===== config.mk =====
export PLATFORM = sky130hd
export DESIGN_NAME = fetch_predictor_top
export DESIGN_NICKNAME = d
export VERILOG_FILES = /design/src/rtl/bp_pkg.sv /design/src/rtl/btb.sv /design/src/rtl/pattern_table.sv /design/src/rtl/mispredict_unit.sv /design/src/rtl/fetch_pc.sv /design/src/rtl/fetch_predictor_top.sv
export VERILOG_INCLUDE_DIRS = /design/src /design/src/rtl
export SDC_FILE = /design/constraint.sdc
export NUM_CORES = 2
export LEC_CHECK = 0
export BUFFER_PORTS_ARGS = -buffer_cell sky130_fd_sc_hd__buf_2
export CAP_MARGIN = 0
export CORE_ASPECT_RATIO = 0.5
export CORE_MARGIN = 2
export CORE_UTILIZATION = 30
export DETAILED_ROUTE_END_ITERATION = 12
export HOLD_SLACK_MARGIN = 0.05
export PLACE_DENSITY = 0.46
export SLEW_MARGIN = 5
export SYNTH_ARGS = -nofsm -noshare
export SYNTH_HDL_FRONTEND = slang
export SYNTH_SLANG_ARGS = --single-unit

===== constraint.sdc =====
create_clock -name clk_i -period 11.2 [get_ports clk_i]
set_clock_uncertainty 0.1 [all_clocks]
set_input_delay 0 -clock clk_i [delete_from_list [all_inputs] [get_ports clk_i]]
set_output_delay 0 -clock clk_i [all_outputs]
set_load 0.05 [all_outputs]

===== src/rtl/bp_consts.svh =====
`ifndef BP_CONSTS_SVH
`define BP_CONSTS_SVH

// PC bits that index the BTB and the counter table
`define BP_INDEX_WIDTH 6

// Upper PC bits kept as the BTB tag
`define BP_TAG_WIDTH (32 - `BP_INDEX_WIDTH - 2)

// Fetch address after reset
`define BP_RESET_PC 32'h0000_0000

// Sequential fetch step in bytes
`define BP_INSTR_BYTES 32'd4

`endif


===== src/rtl/bp_pkg.sv =====
`include "bp_consts.svh"

package bp_pkg;

    typedef logic [`BP_INDEX_WIDTH-1:0] bp_index_t;
    typedef logic [`BP_TAG_WIDTH-1:0]   bp_tag_t;

    // Two-bit saturating counter, upper bit is the guess
    typedef enum logic [1:0] {
        CNT_STRONG_NT = 2'b00,
        CNT_WEAK_NT   = 2'b01,
        CNT_WEAK_T    = 2'b10,
        CNT_STRONG_T  = 2'b11
    } counter_e;

    // Next fetch address source
    typedef enum logic [1:0] {
        PC_SEQ        = 2'b00,
        PC_PRED       = 2'b01,
        PC_REDIR_FALL = 2'b10,
        PC_REDIR_TGT  = 2'b11
    } pc_sel_e;

    // What fetch presents each cycle
    typedef struct packed {
        logic [31:0] pc;
        logic        pred_taken;
        logic [31:0] pred_target;
    } fetch_pred_t;

    // Branch or jump outcome from execute, with the prediction fetch made
    typedef struct packed {
        logic        valid;
        logic        taken;
        logic [31:0] pc;
        logic [31:0] target;
        logic        pred_taken;
        logic [31:0] pred_target;
    } resolve_t;

    // One write toward both prediction tables
    typedef struct packed {
        logic        en;
        bp_index_t   index;
        bp_tag_t     tag;
        logic        taken;
        logic [31:0] target;
    } table_update_t;

endpackage


===== src/rtl/btb.sv =====
`timescale 1ns/1ns
`include "bp_consts.svh"

module btb (
    input  logic                  clk_i,
    input  logic                  rst_i,
    input  logic [31:0]           lookup_pc_i,
    input  bp_pkg::table_update_t update_i,
    output logic                  hit_o,
    output logic [31:0]           target_o
);

    localparam int DEPTH = 1 << `BP_INDEX_WIDTH;

    logic        valid_q  [DEPTH];
    logic [`BP_TAG_WIDTH-1:0] tag_q [DEPTH];
    logic [31:0] target_q [DEPTH];

    bp_pkg::bp_index_t lookup_index;
    bp_pkg::bp_tag_t   lookup_tag;
    logic              write_en;

    // Index sits just above the byte offset, tag takes the rest
    assign lookup_index = lookup_pc_i[`BP_INDEX_WIDTH+1:2];
    assign lookup_tag   = lookup_pc_i[31:`BP_INDEX_WIDTH+2];

    // Only taken branches allocate an entry
    assign write_en = update_i.en && update_i.taken;

    assign hit_o = valid_q[lookup_index] && (tag_q[lookup_index] == lookup_tag);

    // Zero target on a miss so fetch never shows stale data
    assign target_o = hit_o ? target_q[lookup_index] : 32'h0000_0000;

    always_ff @(posedge clk_i or posedge rst_i) begin
        if (rst_i) begin
            for (int i = 0; i < DEPTH; i++) begin
                valid_q[i] <= 1'b0;
            end
        end else if (write_en) begin
            valid_q[update_i.index] <= 1'b1;
        end
    end

    // Tag and target storage
    always_ff @(posedge clk_i) begin
        if (write_en) begin
            tag_q[update_i.index]    <= update_i.tag;
            target_q[update_i.index] <= update_i.target;
        end
    end

endmodule


===== src/rtl/pattern_table.sv =====
`timescale 1ns/1ns
`include "bp_consts.svh"

module pattern_table (
    input  logic                  clk_i,
    input  logic                  rst_i,
    input  bp_pkg::bp_index_t     lookup_index_i,
    input  bp_pkg::table_update_t update_i,
    output logic                  guess_o
);

    localparam int DEPTH = 1 << `BP_INDEX_WIDTH;

    // Packed so the whole table can be checked at once
    bp_pkg::counter_e [DEPTH-1:0] counter_q;

    // One step toward the outcome, held at both ends
    function automatic bp_pkg::counter_e step_counter(input bp_pkg::counter_e cur,
                                                      input logic taken);
        bp_pkg::counter_e nxt;
        case (cur)
            bp_pkg::CNT_STRONG_NT: nxt = taken ? bp_pkg::CNT_WEAK_NT  : bp_pkg::CNT_STRONG_NT;
            bp_pkg::CNT_WEAK_NT:   nxt = taken ? bp_pkg::CNT_WEAK_T   : bp_pkg::CNT_STRONG_NT;
            bp_pkg::CNT_WEAK_T:    nxt = taken ? bp_pkg::CNT_STRONG_T : bp_pkg::CNT_WEAK_NT;
            default:               nxt = taken ? bp_pkg::CNT_STRONG_T : bp_pkg::CNT_WEAK_T;
        endcase
        return nxt;
    endfunction

    assign guess_o = counter_q[lookup_index_i][1];

    always_ff @(posedge clk_i or posedge rst_i) begin
        if (rst_i) begin
            for (int i = 0; i < DEPTH; i++) begin
                counter_q[i] <= bp_pkg::CNT_WEAK_NT;
            end
        end else if (update_i.en) begin
            counter_q[update_i.index] <= step_counter(counter_q[update_i.index],
                                                      update_i.taken);
        end
    end

    // An unknown index or outcome from the resolve path would spread X here
    counter_known_a: assert property (
        @(posedge clk_i) disable iff (rst_i) !$isunknown(counter_q)
    ) else $error("pattern_table holds an unknown counter");

endmodule


===== src/rtl/mispredict_unit.sv =====
`timescale 1ns/1ns
`include "bp_consts.svh"

module mispredict_unit (
    input  bp_pkg::resolve_t      resolve_i,
    output bp_pkg::table_update_t update_o,
    output bp_pkg::pc_sel_e       pc_sel_o,
    output logic [31:0]           redirect_pc_o,
    output logic                  flush_o
);

    logic dir_wrong;
    logic target_wrong;

    // Direction miss, or taken as guessed but to another address
    assign dir_wrong    = resolve_i.taken != resolve_i.pred_taken;
    assign target_wrong = resolve_i.taken && resolve_i.pred_taken &&
                          (resolve_i.target != resolve_i.pred_target);

    assign flush_o = resolve_i.valid && (dir_wrong || target_wrong);

    // Fall-through uses the branch PC, fetch_pc adds the step
    assign redirect_pc_o = resolve_i.taken ? resolve_i.target : resolve_i.pc;

    always_comb begin
        if (!flush_o) begin
            pc_sel_o = bp_pkg::PC_SEQ;
        end else if (resolve_i.taken) begin
            pc_sel_o = bp_pkg::PC_REDIR_TGT;
        end else begin
            pc_sel_o = bp_pkg::PC_REDIR_FALL;
        end
    end

    // Every resolve trains the counter, the BTB filters on taken itself
    assign update_o.en     = resolve_i.valid;
    assign update_o.index  = resolve_i.pc[`BP_INDEX_WIDTH+1:2];
    assign update_o.tag    = resolve_i.pc[31:`BP_INDEX_WIDTH+2];
    assign update_o.taken  = resolve_i.taken;
    assign update_o.target = resolve_i.target;

    // A redirect must come from a real resolve and land on a word boundary
    always_comb begin
        if (flush_o) begin
            flush_valid_a: assert (resolve_i.valid && (redirect_pc_o[1:0] == 2'b00))
                else $error("flush without a valid resolve or to an unaligned PC %h",
                            redirect_pc_o);
        end
    end

endmodule


===== src/rtl/fetch_pc.sv =====
`timescale 1ns/1ns
`include "bp_consts.svh"

module fetch_pc (
    input  logic            clk_i,
    input  logic            rst_i,
    input  logic            stall_i,
    input  logic            pred_taken_i,
    input  logic [31:0]     pred_target_i,
    input  bp_pkg::pc_sel_e pc_sel_i,
    input  logic [31:0]     redirect_pc_i,
    output logic [31:0]     pc_o
);

    logic [31:0]     pc_q;
    logic [31:0]     pc_next;
    bp_pkg::pc_sel_e sel;

    // Without a redirect the predictor decides
    always_comb begin
        if (pc_sel_i == bp_pkg::PC_SEQ && pred_taken_i) begin
            sel = bp_pkg::PC_PRED;
        end else begin
            sel = pc_sel_i;
        end
    end

    always_comb begin
        case (sel)
            bp_pkg::PC_PRED:       pc_next = pred_target_i;
            bp_pkg::PC_REDIR_FALL: pc_next = redirect_pc_i + `BP_INSTR_BYTES;
            bp_pkg::PC_REDIR_TGT:  pc_next = redirect_pc_i;
            default:               pc_next = pc_q + `BP_INSTR_BYTES;
        endcase
    end

    // Stall holds the PC but a redirect still wins
    always_ff @(posedge clk_i or posedge rst_i) begin
        if (rst_i) begin
            pc_q <= `BP_RESET_PC;
        end else if (!stall_i || pc_sel_i != bp_pkg::PC_SEQ) begin
            pc_q <= pc_next;
        end
    end

    assign pc_o = pc_q;

    // Targets from the BTB and from execute must both be word aligned
    pc_aligned_a: assert property (
        @(posedge clk_i) disable iff (rst_i) pc_q[1:0] == 2'b00
    ) else $error("fetch PC %h is not word aligned", pc_q);

endmodule


===== src/rtl/fetch_predictor_top.sv =====
`timescale 1ns/1ns
`include "bp_consts.svh"

module fetch_predictor_top (
    input  logic                clk_i,
    input  logic                rst_i,
    input  logic                stall_i,
    input  bp_pkg::resolve_t    resolve_i,
    output bp_pkg::fetch_pred_t fetch_o,
    output logic                flush_o
);

    logic [31:0]           pc;
    logic                  btb_hit;
    logic [31:0]           btb_target;
    logic                  guess;
    logic                  pred_taken;
    bp_pkg::table_update_t update;
    bp_pkg::pc_sel_e       pc_sel;
    logic [31:0]           redirect_pc;

    // Taken only when the BTB knows a target
    assign pred_taken = btb_hit && guess;

    fetch_pc u_fetch_pc (
        .clk_i         (clk_i),
        .rst_i         (rst_i),
        .stall_i       (stall_i),
        .pred_taken_i  (pred_taken),
        .pred_target_i (btb_target),
        .pc_sel_i      (pc_sel),
        .redirect_pc_i (redirect_pc),
        .pc_o          (pc)
    );

    btb u_btb (
        .clk_i       (clk_i),
        .rst_i       (rst_i),
        .lookup_pc_i (pc),
        .update_i    (update),
        .hit_o       (btb_hit),
        .target_o    (btb_target)
    );

    // Counters are indexed without a tag check
    pattern_table u_pattern_table (
        .clk_i          (clk_i),
        .rst_i          (rst_i),
        .lookup_index_i (pc[`BP_INDEX_WIDTH+1:2]),
        .update_i       (update),
        .guess_o        (guess)
    );

    mispredict_unit u_mispredict_unit (
        .resolve_i     (resolve_i),
        .update_o      (update),
        .pc_sel_o      (pc_sel),
        .redirect_pc_o (redirect_pc),
        .flush_o       (flush_o)
    );

    assign fetch_o.pc          = pc;
    assign fetch_o.pred_taken  = pred_taken;
    assign fetch_o.pred_target = btb_target;

endmodule


Word level (Yosys, flattened, before mapping)
Memory sizes are Yosys's and may differ from the RTL's.
Index checks and enable logic that the tools add are counted.
- memories kept: 2
- word-level logic and storage cells: 190
- bits in registers: 224
- RAM bits: 3584
- memories (name ; words ; bits a word ; read ports ; clocked after Yosys merged registers in ; wr ports ; RTL line ; source):
    u_btb.target_q ; 64 ; 32 ; 1 ; 0 ; 1 ; btb.sv:17 ; logic [31:0] target_q [DEPTH];
    u_btb.tag_q ; 64 ; 24 ; 1 ; 0 ; 1 ; btb.sv:16 ; logic [`BP_TAG_WIDTH-1:0] tag_q [DEPTH];
- equality and inequality tests: 8
- reductions and logical operators: 15
- mux-type cells: 25
- magnitude comparators: 6
- add/subtract/negate cells: 2
- bitwise operators: 3
- operator list (kind ; count):
    $bwmux 128 ; 1
    $pmux 32 s3 ; 1
    $add 32x3->32 const B ; 2
    $mux 32 ; 2
    $or 64x64->64 ; 1
    $ne 32x32->1 ; 1
    $bmux 2 s6 ; 2
    $eq 24x24->1 ; 1
    $mux 2 ; 8
    $ge 7x7->1 const B ; 2
    $lt 6x7->1 const B ; 2
    $not 6->7 ; 2
    $demux 2 s6 ; 1
    $logic_and 1x1->1 ; 9
    $lt 7x1->1 const B ; 1
    $mux 1 ; 7
    $bmux 1 s6 ; 1
    $demux 1 s6 ; 1
    $eq 2x2->1 const B ; 3
    $ge 6x1->1 const B ; 1
    $pmux 2 s3 ; 1
    $eq 2x1->1 const B ; 2
    $logic_not 2->1 ; 2
    $logic_or 1x1->1 ; 2
    other kinds (3) ; 3

Depth between registers and ports, before layout
- word-level depth: 10
- gate-level depth with buffers: 22
- depth with buffers taken out: 17

Hierarchy
A second synthesis with hierarchy kept.
- cell total of the unflattened synthesis: 6989
- area total of the unflattened synthesis: 150644.5 µm²
- by module, submodules not included (module ; area each (µm²) ; times used ; cells each):
    btb ; 139876.7 ; 1 ; 5825
    pattern_table ; 6538.8 ; 1 ; 641
    fetch_pc ; 2960.3 ; 1 ; 370
    mispredict_unit ; 1255.0 ; 1 ; 151
    fetch_predictor_top ; 13.8 ; 1 ; 2

Worst setup path before layout
No wires, ideal clock.
- path type: register -> output
- from: register u_fetch_pc.pc_q[3], in the netlist u_fetch_pc.pc_o[3]
- to: output fetch_o[5] in the netlist's numbering
- setup slack: 6.496 ns
- data required time: 11.100 ns
- stages on the path, launching flop included: 17
- data arrival time: 4.604 ns
- cells stage by stage: dfrtp_1 buf_4 buf_6 buf_4 buf_4 buf_4 buf_4 buf_2 buf_2 clkbuf_1 clkbuf_1 mux4_2 mux4_2 nand2_1 a21oi_1 a21oi_1 nor3_1
- RTL lines (item ; RTL line ; source):
    from (decl) ; fetch_pc.sv:15 ; logic [31:0] pc_q;
    from (signal assigned) ; fetch_pc.sv:40 ; pc_q <= `BP_RESET_PC;
    from (signal assigned) ; fetch_pc.sv:42 ; pc_q <= pc_next;
    to (decl) ; fetch_predictor_top.sv:9 ; output bp_pkg::fetch_pred_t fetch_o,

==> flow_summary.json <==
{
  "maxCapViolCount": 0,
  "cts-htree-levels": 5,
  "slew_headroom": 0.03342,
  "overflow": 0,
  "path_clk_slew_ns": 0.07,
  "numCtsBuffers": 380,
  "drcViolationCount": 0,
  "cts_sinks": 3808,
  "final_antenna_net_count": 0,
  "drive_gt1_frac": 0.2862,
  "leakagePower_nw": 55.35,
  "crit_type": "flop to output pin",
  "critical_path.slowest_cell": "nor4_2",
  "cp_slowest_stage_delay_ns": 1.01,
  "fmax_ghz": 0.1337,
  "yosysSeqAreaShare": 0.7530,
  "synth-edff-count": 3584,
  "rsz0062_at_grt": "no",
  "multi_input_area_um2": 35590,
  "grt_max_degree": 106,
  "dr.first_iter.drc_count": 11165,
  "areaGrowthSynthToFinish_pct": 15.81,
  "cp.required_ns": 11.10,
  "synthesis.area_um2": 150500,
  "placed_area_um2": 160900,
  "ys_warn_count": 0,
  "crit_top_cell": "buf_4",
  "dp_hpwl_um": 310900,
  "ys_ff_latch": 3808,
  "first_pass_iters": 6,
  "fillCellCount": 46515,
  "via_count": 80824,
  "synth_top_area_cell": "edfxtp_1",
  "die_h_um": 504.8,
  "ir_drop_v": 0.0001593,
  "synthCells": 7201,
  "path_max_fanout": 28,
  "first_global_vias": 79737,
  "worstPathBufferInverterCount": 4,
  "start_util": 0.3020,
  "tightest_slew_ns": 1.450,
  "cts_buffer_depth": 4,
  "pwr_density_cell_nw_per_um2": 226.3,
  "syn_area_per_cell_um2": 20.90,
  "cts-resized-gates": 0,
  "status": "complete, no violations",
  "io_buffers": 167,
  "arrival_ns": 7.38,
  "viasPerCell": 5.477,
  "maxSlewViolCount": 0,
  "cts_root_buf": "clkbuf_16",
  "setup_viol": 0,
  "min_period_over_period": 0.6680,
  "die_area_um2": 507600,
  "core_um2": 498200,
  "fin_nets": 7876,
  "wl_um": 553400,
  "synth_ff_type": "edfxtp_1",
  "syn_nets": 7305,
  "crit_chain": "buf_4 -> buf_4 -> mux4_2 -> a22oi_1 -> a211oi_1 -> nor4_2 -> xor2_1 -> o2111a_2 -> nand4_4 -> nor2_2 -> buf_4 -> and2_1 -> buf_2",
  "cts_tree": "built",
  "die_w_um": 1006,
  "track_usage": 0.2128,
  "routedWlPerCell_um": 37.50,
  "end_kind": "output pin",
  "setup_tns_ns": 0,
  "cts_setup_buffers": 0,
  "synthArstFlopShare": 0.05882,
  "grt_first_pass_wirelength_um": 739300,
  "hold_class": "input port to flop",
  "cp-start-kind": "flop",
  "synth_top_cells_by_area": "edfxtp_1 72%, mux4_2 14%, dfrtp_1 2.7%",
  "antenna_found_initial": 61,
  "regArea_um2": 113300,
  "hold_violations": 0,
  "io_pins": 168,
  "fin_area_um2": 174300,
  "gp_congestion": 0.8245,
  "num_rows": 183,
  "yosys.area.top_type_share": 0.7152,
  "cp_top_family": "simple AND/OR/NAND/NOR gates",
  "period_needed_ns": 7.482,
  "hold_buffers": 103,
  "insertion_delay_ns": 0.99,
  "synth.distinct_cells": 91
}
-- cells in the mapped netlist (49+ instances only) --
cell type / number
edfxtp_1: 3584
mux4_2: 917
mux2i_1: 397
nand2_1: 262
a22oi_1: 184
nor2_1: 184
dfrtp_1: 160
clkbuf_1: 156
buf_2: 137
mux2_2: 104
a21oi_1: 98
o21ai_0: 93
nand3_1: 86
or2_2: 69
dfstp_2: 64
xnor2_1: 62
nand4_1: 50
buf_1: 49
-- worst reg2reg max path: cells and delay by family (launching register included) --
kind	cells	cell delay, ns
compound gates	5	0.94
mux	1	0.42
buf+inv	4	2.43
flops	1	0.82
xor+xnor	1	0.35
simple gates	3	2.11
-- where the power goes --
part	leakage [nW]	total [mW]	internal, mW	switching (mW)
registers	35.0	16.0	15.8	0.273
clock network	6.01	13.0	7.29	5.68
logic	14.4	10.4	4.11	6.33
-- logic make-up (layout without fill, tap and decap cells) --
group	Yosys count	in the layout	synth area share
flops	3808	3808	0.7530
mux	1418	1418	0.1714
fa+ha+maj	4	4	0.0002993
simple gates	870	870	0.02917
other cells	0	19	0
buf+inv	428	1305	0.01439
compound gates	589	589	0.02686
xor+xnor	84	84	0.004889
-- flip-flops by register name (all words and copies together), names as in the netlist --
name / count
u_btb.target_q: 2048
u_btb.tag_q: 1536
u_pattern_table.counter_q: 128
u_btb.valid_q: 64
u_fetch_pc.pc_o: 32
-- layout make-up --
class	instances	share of cell area
repair buffers	599	0.02625
clock buffers	474	0.05742
inverters	18	0.0004882
flip-flops and latches	3808	0.6503
diodes	19	0.0002728
clock inverters	214	0.01322
well taps	6660	0.04782
multi-input cells	2965	0.2042
-- per-stage QoR --
step	hold WS [ns]	util	power, mW	cells	setup slack (ns)
after floorplan	-0.001131	-	22.70	7201	5.071
after global placement	0.2366	0.3229	26.73	13947	4.706
after detailed placement	0.2515	0.3229	26.72	13947	4.679
after CTS	0.06240	0.3497	39.65	14738	3.679
after global routing	0.06046	0.3497	40.57	14743	3.567
final	0.08355	0.3498	39.45	14757	3.718
-- path summary, 6_finish.rpt --
kind / startpoint / end / slack [ns] / depth (start not counted)
max: u_fetch_pc.pc_o[3] / fetch_o[15] / 3.72 / 13
min: resolve_i[61] / u_btb.target_q[22][28] / 0.08 / 3
max reg2reg: u_fetch_pc.pc_o[3] / u_fetch_pc.pc_o[3] / 3.93 / 14
min reg2reg: u_btb.valid_q[50] / u_btb.valid_q[50] / 0.36 / 1
max in group asynchronous: rst_i / u_fetch_pc.pc_o[2] / 8.95 / 5
min in group asynchronous: rst_i / u_btb.valid_q[37] / 0.39 / 4
-- layout by cell type, fill, tap and decap left out, drive strengths merged, types with 19 or more instances in the layout --
cell / instances
edfxtp: 3584
mux4: 917
buf: 496
clkbuf: 474
mux2i: 397
nand2: 263
nor2: 185
a22oi: 184
dfrtp: 160
clkinv: 154
mux2: 104
o21ai: 104
dlygate4sd3: 103
a21oi: 99
nand3: 86
or2: 69
dfstp: 64
xnor2: 62
nand4: 52
and2: 43
bufinv: 40
nor3: 36
a221oi: 30
nor2b: 26
o22ai: 25
inv: 23
xor2: 22
a22o: 21
a31oi: 21
diode: 19
a211oi: 19
-- layer usage --
metal | track usage | wire length, um | up-vias
met4 | 0.07713 | 23180 | 10
met2 | 0.3322 | 253900 | 3718
met1 | 0.3047 | 237300 | 45121
li1 | - | - | 31202
met3 | 0.02970 | 38980 | 773
met5 | 0 | 68 | -
Note: power is estimated with default switching activity, not from simulation.
